<file path="config.mk">
export PLATFORM = sky130hd
export DESIGN_NAME = csr_unit
export DESIGN_NICKNAME = d
export VERILOG_FILES = /design/src/design/csr_pkg.sv /design/src/design/csr_timer.sv /design/src/design/csr_issue.sv /design/src/design/csr_regfile.sv /design/src/design/csr_unit.sv
export SDC_FILE = /design/constraint.sdc
export NUM_CORES = 1
export LEC_CHECK = 0
export BUFFER_PORTS_ARGS = -buffer_cell sky130_fd_sc_hd__buf_2
export CORE_MARGIN = 1
export CORE_UTILIZATION = 55
export CTS_CLUSTER_DIAMETER = 80
export DETAILED_ROUTE_END_ITERATION = 12
export PLACE_DENSITY = 0.75
export SLEW_MARGIN = 20
export SYNTH_ARGS = -nofsm -noshare
export SYNTH_HDL_FRONTEND = slang
export SYNTH_SLANG_ARGS = --single-unit
</file>
<file path="constraint.sdc">
create_clock -name clk -period 10.5 [get_ports clk]
set_clock_uncertainty 0.05 [all_clocks]
set_input_delay 2.1 -clock clk [delete_from_list [all_inputs] [get_ports clk]]
set_output_delay 2.1 -clock clk [all_outputs]
set_load 0.05 [all_outputs]
</file>
<file path="src/design/csr_pkg.sv">
`default_nettype none

package csr_pkg;

    localparam int CSR_NUM_W  = 14;
    localparam int ECODE_W    = 6;
    localparam int ESUBCODE_W = 9;
    localparam int HWI_N      = 8;

    localparam logic [ESUBCODE_W-1:0] ADEM_SUB = 9'd1;  // data-side address error
    localparam logic [8:0] CRMD_RESET = 9'h008;         // only da set
    localparam int LIE_TIMER_BIT = 11;
    localparam int TICLR_CLR_BIT = 0;

    typedef enum logic [2:0] {
        CSR_NOP   = 3'd0,
        CSR_RD    = 3'd1,
        CSR_WR    = 3'd2,
        CSR_XCHG  = 3'd3,
        CSR_ERTN  = 3'd4,
        CSR_ENTRY = 3'd5     // exception or interrupt entry
    } csr_op_e;

    typedef enum logic [ECODE_W-1:0] {
        ECODE_INT = 6'h00,
        ECODE_ADE = 6'h08,
        ECODE_ALE = 6'h09,
        ECODE_SYS = 6'h0b,
        ECODE_BRK = 6'h0c,
        ECODE_INE = 6'h0d
    } ecode_e;

    typedef enum logic [CSR_NUM_W-1:0] {
        CSR_CRMD   = 14'h000,
        CSR_PRMD   = 14'h001,
        CSR_ECFG   = 14'h004,
        CSR_ESTAT  = 14'h005,
        CSR_ERA    = 14'h006,
        CSR_BADV   = 14'h007,
        CSR_EENTRY = 14'h00c,
        CSR_SAVE0  = 14'h030,
        CSR_SAVE1  = 14'h031,
        CSR_SAVE2  = 14'h032,
        CSR_SAVE3  = 14'h033,
        CSR_TID    = 14'h040,
        CSR_TCFG   = 14'h041,
        CSR_TVAL   = 14'h042,
        CSR_TICLR  = 14'h044
    } csr_addr_e;

    typedef struct packed {
        logic                  valid;
        csr_op_e               op;
        logic [CSR_NUM_W-1:0]  num;
        logic [31:0]           wdata;
        logic [31:0]           wmask;
        logic [31:0]           pc;
        logic                  excp;
        ecode_e                ecode;
        logic [ESUBCODE_W-1:0] esubcode;
        logic [31:0]           badv;
    } csr_req_t;

    typedef struct packed {
        logic                  run;
        csr_op_e               op;
        logic [CSR_NUM_W-1:0]  num;
        logic [31:0]           wval;     // already merged with old value
        logic [31:0]           pc;
        ecode_e                ecode;
        logic [ESUBCODE_W-1:0] esubcode;
        logic [31:0]           badv;
    } csr_stage_t;

    typedef struct packed {
        logic        valid;
        logic [31:0] pc;
    } csr_redirect_t;

    typedef struct packed {
        logic [1:0] datm;
        logic [1:0] datf;
        logic       pg;
        logic       da;
        logic       ie;
        logic [1:0] plv;
    } csr_crmd_t;

endpackage

`default_nettype wire

</file>
<file path="src/design/csr_timer.sv">
`default_nettype none

module csr_timer
    import csr_pkg::*;
#(
    parameter int TIMER_N = 32
)
(
    input  wire                clk,
    input  wire                rstn,
    input  wire [TIMER_N-1:0]  tcfg,
    input  wire                tcfg_wr,
    input  wire                ti_clr,
    output logic [TIMER_N-1:0] tval,
    output logic               ti
);

    logic               en;
    logic               periodic;
    logic [TIMER_N-1:0] init;

    assign en       = tcfg[0];
    assign periodic = tcfg[1];
    assign init     = {tcfg[TIMER_N-1:2], 2'b00};

    always_ff @(posedge clk)
    begin
        if (!rstn)
        begin
            tval <= '0;
            ti   <= 1'b0;
        end
        else
        begin
            if (ti_clr)
                ti <= 1'b0;
            else if (tval == '0 && en && !tcfg_wr)
                ti <= 1'b1;

            if (en && (tcfg_wr || (periodic && tval == '0)))
                tval <= init;
            else if (en && tval != '1)
                tval <= tval - 1'b1;  // one-shot parks at all ones
        end
    end

endmodule

`default_nettype wire

</file>
<file path="src/design/csr_issue.sv">
`default_nettype none

module csr_issue
    import csr_pkg::*;
(
    input  wire                  clk,
    input  wire                  rstn,
    input  wire csr_req_t        req,
    input  wire                  stall,
    input  wire                  flush,
    input  wire                  int_pending,
    input  wire [31:0]           rd_data,
    input  wire [31:0]           era,
    input  wire [31:0]           eentry,
    output logic [CSR_NUM_W-1:0] rd_num,
    output csr_stage_t           stage,
    output logic [31:0]          rdata,
    output csr_redirect_t        redirect
);

    logic                  take_int;
    logic                  accept;
    logic                  go;
    logic                  entry_inflight;
    logic                  use_badv;
    csr_op_e               op;
    ecode_e                ecode;
    logic [ESUBCODE_W-1:0] esubcode;
    logic [31:0]           badv;
    logic [31:0]           mask;
    logic [31:0]           wval;
    csr_redirect_t         redir;

    // interrupt is held off until the ie clear of the last entry lands
    assign take_int = int_pending && !entry_inflight;
    assign accept   = req.valid && !stall && !flush;
    assign go       = take_int || accept;

    assign rd_num = req.num;

    // priority: interrupt, exception, request
    always_comb
    begin
        op       = req.op;
        ecode    = req.ecode;
        esubcode = req.esubcode;
        if (take_int)
        begin
            op       = CSR_ENTRY;
            ecode    = ECODE_INT;
            esubcode = '0;
        end
        else if (req.excp)
        begin
            op = CSR_ENTRY;
        end
    end

    assign use_badv = (ecode == ECODE_ALE) ||
                      (ecode == ECODE_ADE && esubcode == ADEM_SUB);
    assign badv = use_badv ? req.badv : req.pc;  // fetch side faults report pc

    assign mask = (op == CSR_WR) ? '1 : req.wmask;
    assign wval = (rd_data & ~mask) | (req.wdata & mask);

    always_comb
    begin
        redir.valid = 1'b0;
        redir.pc    = req.pc + 32'd4;
        case (op)
            CSR_WR, CSR_XCHG:
                redir.valid = 1'b1;  // refetch after csr side effects
            CSR_ERTN:
            begin
                redir.valid = 1'b1;
                redir.pc    = era;
            end
            CSR_ENTRY:
            begin
                redir.valid = 1'b1;
                redir.pc    = eentry;
            end
            default:
                redir.valid = 1'b0;
        endcase
    end

    always_ff @(posedge clk)
    begin
        if (!rstn)
        begin
            stage.run      <= 1'b0;
            redirect.valid <= 1'b0;
            entry_inflight <= 1'b0;
        end
        else
        begin
            stage.run      <= go;
            redirect.valid <= go && redir.valid;
            entry_inflight <= go && (op == CSR_ENTRY);
            if (go)
            begin
                stage.op       <= op;
                stage.num      <= req.num;
                stage.wval     <= wval;
                stage.pc       <= req.pc;
                stage.ecode    <= ecode;
                stage.esubcode <= esubcode;
                stage.badv     <= badv;
                rdata          <= rd_data;
                redirect.pc    <= redir.pc;
            end
        end
    end

endmodule

`default_nettype wire

</file>
<file path="src/design/csr_regfile.sv">
`default_nettype none

module csr_regfile
    import csr_pkg::*;
#(
    parameter int TIMER_N = 32
)
(
    input  wire                  clk,
    input  wire                  rstn,
    input  wire csr_stage_t      stage,
    input  wire [CSR_NUM_W-1:0]  rd_num,
    input  wire [HWI_N-1:0]      hw_int,
    input  wire [TIMER_N-1:0]    tval,
    input  wire                  ti,
    output logic [31:0]          rd_data,
    output logic [31:0]          era,
    output logic [31:0]          eentry,
    output logic                 int_pending,
    output logic [TIMER_N-1:0]   tcfg,
    output logic                 tcfg_wr,
    output logic                 ti_clr,
    output logic                 excp_flush,
    output logic                 ertn_flush,
    output csr_crmd_t            crmd
);

    csr_crmd_t             crmd_n;
    logic [2:0]            prmd, prmd_n;        // {pie, pplv}
    logic [11:0]           lie, lie_n;
    logic [1:0]            estat_is, is_n;
    logic [ECODE_W-1:0]    estat_ecode, ecode_n;
    logic [ESUBCODE_W-1:0] estat_esub, esub_n;
    logic [31:0]           era_q, era_n;
    logic [31:0]           badv, badv_n;
    logic [31:6]           eentry_q, eentry_n;
    logic [31:0]           save [4];
    logic [31:0]           save_n [4];
    logic [31:0]           tid, tid_n;
    logic [TIMER_N-1:0]    tcfg_n;
    logic                  tcfg_wr_n;
    logic                  excp_n;
    logic                  ertn_n;
    logic [11:0]           irq_now;
    logic [11:0]           irq_rd;

    // commit of the issue stage, computed ahead so reads see it
    always_comb
    begin
        crmd_n    = crmd;
        prmd_n    = prmd;
        lie_n     = lie;
        is_n      = estat_is;
        ecode_n   = estat_ecode;
        esub_n    = estat_esub;
        era_n     = era_q;
        badv_n    = badv;
        eentry_n  = eentry_q;
        save_n    = save;
        tid_n     = tid;
        tcfg_n    = tcfg;
        tcfg_wr_n = 1'b0;
        ti_clr    = 1'b0;
        excp_n    = 1'b0;
        ertn_n    = 1'b0;
        if (stage.run)
        begin
            case (stage.op)
                CSR_ENTRY:
                begin
                    prmd_n     = {crmd.ie, crmd.plv};
                    crmd_n.plv = 2'b00;
                    crmd_n.ie  = 1'b0;
                    era_n      = stage.pc;
                    ecode_n    = stage.ecode;
                    esub_n     = stage.esubcode;
                    if (stage.ecode == ECODE_ADE || stage.ecode == ECODE_ALE)
                        badv_n = stage.badv;
                    excp_n     = 1'b1;
                end
                CSR_ERTN:
                begin
                    crmd_n.plv = prmd[1:0];
                    crmd_n.ie  = prmd[2];
                    ertn_n     = 1'b1;
                end
                CSR_WR, CSR_XCHG:
                begin
                    case (stage.num)
                        CSR_CRMD:   crmd_n = stage.wval[8:0];
                        CSR_PRMD:   prmd_n = stage.wval[2:0];
                        CSR_ECFG:
                        begin
                            lie_n     = stage.wval[11:0];
                            lie_n[10] = 1'b0;  // reserved
                        end
                        CSR_ESTAT:  is_n     = stage.wval[1:0];  // only sw bits
                        CSR_ERA:    era_n    = stage.wval;
                        CSR_BADV:   badv_n   = stage.wval;
                        CSR_EENTRY: eentry_n = stage.wval[31:6];
                        CSR_SAVE0, CSR_SAVE1, CSR_SAVE2, CSR_SAVE3:
                            save_n[stage.num[1:0]] = stage.wval;
                        CSR_TID:    tid_n    = stage.wval;
                        CSR_TCFG:
                        begin
                            tcfg_n    = stage.wval[TIMER_N-1:0];
                            tcfg_wr_n = 1'b1;
                        end
                        CSR_TICLR:  ti_clr   = stage.wval[TICLR_CLR_BIT];
                        default:    ti_clr   = 1'b0;  // unknown numbers ignored
                    endcase
                end
                default:
                    ti_clr = 1'b0;
            endcase
        end
    end

    always_ff @(posedge clk)
    begin
        if (!rstn)
        begin
            crmd        <= CRMD_RESET;
            prmd        <= '0;
            lie         <= '0;
            estat_is    <= '0;
            estat_ecode <= '0;
            estat_esub  <= '0;
            era_q       <= '0;
            badv        <= '0;
            eentry_q    <= '0;
            for (int i = 0; i < 4; i++)
                save[i] <= '0;
            tid         <= '0;
            tcfg        <= '0;
            tcfg_wr     <= 1'b0;
            excp_flush  <= 1'b0;
            ertn_flush  <= 1'b0;
        end
        else
        begin
            crmd        <= crmd_n;
            prmd        <= prmd_n;
            lie         <= lie_n;
            estat_is    <= is_n;
            estat_ecode <= ecode_n;
            estat_esub  <= esub_n;
            era_q       <= era_n;
            badv        <= badv_n;
            eentry_q    <= eentry_n;
            save        <= save_n;
            tid         <= tid_n;
            tcfg        <= tcfg_n;
            tcfg_wr     <= tcfg_wr_n;  // lines up with the new tcfg
            excp_flush  <= excp_n;
            ertn_flush  <= ertn_n;
        end
    end

    // estat.is layout: sw 1:0, hw 9:2, timer 11
    always_comb
    begin
        irq_now                = {2'b00, hw_int, estat_is};
        irq_now[LIE_TIMER_BIT] = ti;
        irq_rd                 = {2'b00, hw_int, is_n};
        irq_rd[LIE_TIMER_BIT]  = ti && !ti_clr;
    end

    assign int_pending = crmd.ie && |(irq_now & lie);

    assign era    = era_n;
    assign eentry = {eentry_n, 6'b0};

    always_comb
    begin
        rd_data = '0;
        case (rd_num)
            CSR_CRMD:   rd_data = {23'b0, crmd_n};
            CSR_PRMD:   rd_data = {29'b0, prmd_n};
            CSR_ECFG:   rd_data = {20'b0, lie_n};
            CSR_ESTAT:  rd_data = {1'b0, esub_n, ecode_n, 4'b0, irq_rd};
            CSR_ERA:    rd_data = era_n;
            CSR_BADV:   rd_data = badv_n;
            CSR_EENTRY: rd_data = {eentry_n, 6'b0};
            CSR_SAVE0, CSR_SAVE1, CSR_SAVE2, CSR_SAVE3:
                rd_data = save_n[rd_num[1:0]];
            CSR_TID:    rd_data = tid_n;
            CSR_TCFG:   rd_data = 32'(tcfg_n);
            CSR_TVAL:   rd_data = 32'(tval);
            default:    rd_data = '0;  // ticlr and unknown read zero
        endcase
    end

endmodule

`default_nettype wire

</file>
<file path="src/design/csr_unit.sv">
`default_nettype none

module csr_unit
    import csr_pkg::*;
#(
    parameter int TIMER_N = 32
)
(
    input  wire               clk,
    input  wire               rstn,
    input  wire csr_req_t     req,
    input  wire               stall,
    input  wire               flush,
    input  wire [HWI_N-1:0]   hw_int,
    output logic [31:0]       rdata,
    output csr_redirect_t     redirect,
    output logic              excp_flush,
    output logic              ertn_flush,
    output csr_crmd_t         crmd
);

    csr_stage_t           stage;
    logic [CSR_NUM_W-1:0] rd_num;
    logic [31:0]          rd_data;
    logic [31:0]          era;
    logic [31:0]          eentry;
    logic                 int_pending;
    logic [TIMER_N-1:0]   tcfg;
    logic [TIMER_N-1:0]   tval;
    logic                 tcfg_wr;
    logic                 ti_clr;
    logic                 ti;

    csr_issue u_issue (
        .clk         (clk),
        .rstn        (rstn),
        .req         (req),
        .stall       (stall),
        .flush       (flush),
        .int_pending (int_pending),
        .rd_data     (rd_data),
        .era         (era),
        .eentry      (eentry),
        .rd_num      (rd_num),
        .stage       (stage),
        .rdata       (rdata),
        .redirect    (redirect)
    );

    csr_regfile #(.TIMER_N(TIMER_N)) u_regfile (
        .clk         (clk),
        .rstn        (rstn),
        .stage       (stage),
        .rd_num      (rd_num),
        .hw_int      (hw_int),
        .tval        (tval),
        .ti          (ti),
        .rd_data     (rd_data),
        .era         (era),
        .eentry      (eentry),
        .int_pending (int_pending),
        .tcfg        (tcfg),
        .tcfg_wr     (tcfg_wr),
        .ti_clr      (ti_clr),
        .excp_flush  (excp_flush),
        .ertn_flush  (ertn_flush),
        .crmd        (crmd)
    );

    csr_timer #(.TIMER_N(TIMER_N)) u_timer (
        .clk     (clk),
        .rstn    (rstn),
        .tcfg    (tcfg),
        .tcfg_wr (tcfg_wr),
        .ti_clr  (ti_clr),
        .tval    (tval),
        .ti      (ti)
    );

endmodule

`default_nettype wire

</file>
==> results.sh <==
export IMPL_status="complete, no violations"
export IMPL_clkLatencyLatePin_ns=0.65
export IMPL_detail_route_first_pass_iterations=9
export IMPL_synth_enable_flop_cells=192
export IMPL_synth_yosys_seq_area_share=0.512
export IMPL_layout_commonest_cell="dfxtp_1"
export IMPL_final_core_util=0.638
export IMPL_mean_number_of_vias_per_cell=6.77
export IMPL_cts_htree_levels=2
export IMPL_reg_largest_list="u_issue.stage: 129 flops, u_regfile.save: 128 flops, u_issue.redirect: 33 flops"
export IMPL_post_synth_num_cell_types=86
export IMPL_ctsLongestPathBuffers=3
export IMPL_max_cap_violations=0
export IMPL_startpoint_class_of_the_critical_path="primary input"
export IMPL_path_max_fanout=22
export IMPL_chipHeight_um=217
export IMPL_fin_crit_ns=4.94
export IMPL_dr_first_iter_drc_count=3423
export IMPL_final_setup_tns_ns=0
export IMPL_cts_hold_buf=0
export IMPL_drt_wirelength_per_cell_um=28.5
export IMPL_layout_nets=2818
export IMPL_netlist_area_before_placement_um2=25400
export IMPL_postLayoutSetupSlackWorst_ns=5.56
export IMPL_cts_tree="done"
export IMPL_synth_top_cell_area_share=0.285
export IMPL_post_place_ws_ns=4.90
export IMPL_crit_path_end_kind="flop"
export IMPL_place_congestion=1.03
export IMPL_async_reset_ff_frac=0
export IMPL_worstPathCellList="buf_2, nor4_1, nand4_1, nor3_4, a32oi_1, o221a_2, a41oi_1"
export IMPL_buffer_cell_driving_the_clock_tree_root="clkbuf_16"
export IMPL_most_flop_heavy_register="u_issue.stage"
export IMPL_multi_input_comb_area_um2=11600
export IMPL_finalMaxSlewViolations=0
export IMPL_synth_top_cells_by_area="dfxtp_1, edfxtp_1, mux2i_1"
export IMPL_worst_r2r_setup_slack_ns=5.57
export IMPL_globalRouteOverflowTotal=0
export IMPL_fillers=3773
export IMPL_worst_hold_path_type="flop to flop"
export IMPL_postSynthNetCount=2671
export IMPL_leakagePower_uw=0.0109
export IMPL_dieArea_um2=47100
export IMPL_first_pass_grt_wire_length_um=136000
export IMPL_clk_pin_slew_ns=0.06
export IMPL_post_cts_buffers=0
export IMPL_gr_usage_all_layers=0.392
export IMPL_port_buffers=249
export IMPL_power_density_cell_area_nw_per_um2=157
export IMPL_synth_largest_area_cell="dfxtp_1"
export IMPL_worstSetupPathType="primary input to flop"
export IMPL_worstMarginPinSlew_ns=1.20
export IMPL_cts_repair_resized=0
export IMPL_slowest_stage_delay_on_critical_path_ns=1.09
export IMPL_post_route_period_util=0.470
export IMPL_timing_final_hold_violations=0
export IMPL_yosysWarnings=0
export IMPL_timing_slew_headroom=0.199
export IMPL_floorplan_io_pins=250
export IMPL_width_of_the_chip_um=217
export IMPL_start_util=0.559
export IMPL_clock_sink_count=554
export IMPL_most_frequent_cells_in_the_layout="dfxtp_1, nor2_1, buf_2, edfxtp_1, mux2i_1"
export IMPL_yosys_register_bits=554
export IMPL_p_total_uw=4550
export IMPL_total_via_count_after_detailed_routing=22275
export IMPL_route_antenna_remaining_nets=0
export IMPL_required_ns=10.92
export IMPL_grt_antenna_before_repair=4
export IMPL_setup_violations=0
export IMPL_regArea_um2=13000
export IMPL_largest_reg_flops=129
export IMPL_finalWirelength_um=93900
export IMPL_grt_max_degree=189
export IMPL_yosys_most_used_dff="dfxtp_1"
export IMPL_drc_errors=0
export IMPL_post_route_cells_drive_above_1_share=0.200
export IMPL_number_of_standard_cells_after_synthesis=2494
export IMPL_ir_worst_vdd_mv=0.118
export IMPL_via_count_of_the_first_global_routing_pass=20745
export IMPL_rows=78
export IMPL_placeableCoreArea_um2=45500
export IMPL_dp_hpwl_um=66900
export IMPL_unrepaired_setup_endpoints_after_global_routing="no"
export IMPL_arrival_ns=5.36
export IMPL_cts_made_buffers=56
export IMPL_maxClockFrequency_mhz=203
export IMPL_cpMaxStageDelayCell="nor3_4"
export IMPL_area_growth_synth_to_final_pct=14.0
export IMPL_syn_mean_instance_area_um2=10.2
## power by group
| group | internal [uW] | switching (uW) | total [uW] |
|---|---|---|---|
| combinational | 64.6 | 134 | 199 |
| sequential | 2230 | 17.2 | 2250 |
| clock | 1220 | 887 | 2100 |
## metrics by stage
step	hold WS (ns)	cells	cell area [um^2]
floorplan	0.374	2494	25400
global placement	0.383	3182	27100
detailed placement	0.394	3182	27100
CTS	0.402	3288	29000
global route	0.423	3289	29000
finish	0.403	3291	29000
## cell type report
cell class / instances / share of cell area
Multi-Input combinational cell: 1716 / 0.400
Clock buffer: 77 / 0.0538
Clock inverter: 29 / 0.0122
Timing Repair Buffer: 298 / 0.0562
Antenna cell: 2 / 0.000173
Inverter: 15 / 0.00246
Tap cell: 600 / 0.0259
Sequential cell: 554 / 0.449
## final timing paths
check / start / end / cells past startpoint
worst min register to register: u_regfile.save[48] / u_regfile.save[48] / 2
worst max register to register: u_issue.stage[126] / u_issue.stage[98] / 7
worst max-delay path: req[153] / u_issue.stage[90] / 7
worst min-delay path: u_regfile.save[48] / u_regfile.save[48] / 2
## critical path: cells and delay by family
family,cells,cell delay [ns]
and+or+nand+nor,3,2.43
AOI/OAI and AO/OA,3,0.72
buffers and inverters,1,0.10
## Yosys cell counts, types with 30 or more instances
cell      number
dfxtp_1      362
nor2_1       318
edfxtp_1     192
clkbuf_1     169
mux2i_1      161
nand2_1      151
and2_1        98
a21oi_1       96
mux2_2        92
nand3_1       68
o21ai_0       65
a22oi_1       60
a221oi_1      39
a222oi_1      37
xnor2_1       33
a22o_1        30
nand4_1       30
o22ai_1       30
## cell families (layout without fill, tap and decap cells)
group / after synthesis / after routing / share of synthesized area
AOI/OAI and AO/OA: 552 / 552 / 0.161
muxes: 260 / 260 / 0.109
and+or+nand+nor: 852 / 852 / 0.165
DFF: 554 / 554 / 0.512
buffers and inverters: 224 / 419 / 0.0361
adders and majority gates: 3 / 3 / 0.00148
xor gates and xnor gates: 49 / 49 / 0.0169
other: 0 / 2 / 0
## metal layers
layer / part of all wire / GRT usage / wire, um / vias up
met5: 0.00020 / 0 / 19 / -
li1: - / - / - / 9613
met1: 0.41 / 0.568 / 38300 / 10843
met2: 0.41 / 0.552 / 38900 / 1566
met3: 0.14 / 0.102 / 12700 / 251
met4: 0.042 / 0.164 / 3970 / 2
Note: power is estimated with default switching activity, not from simulation.
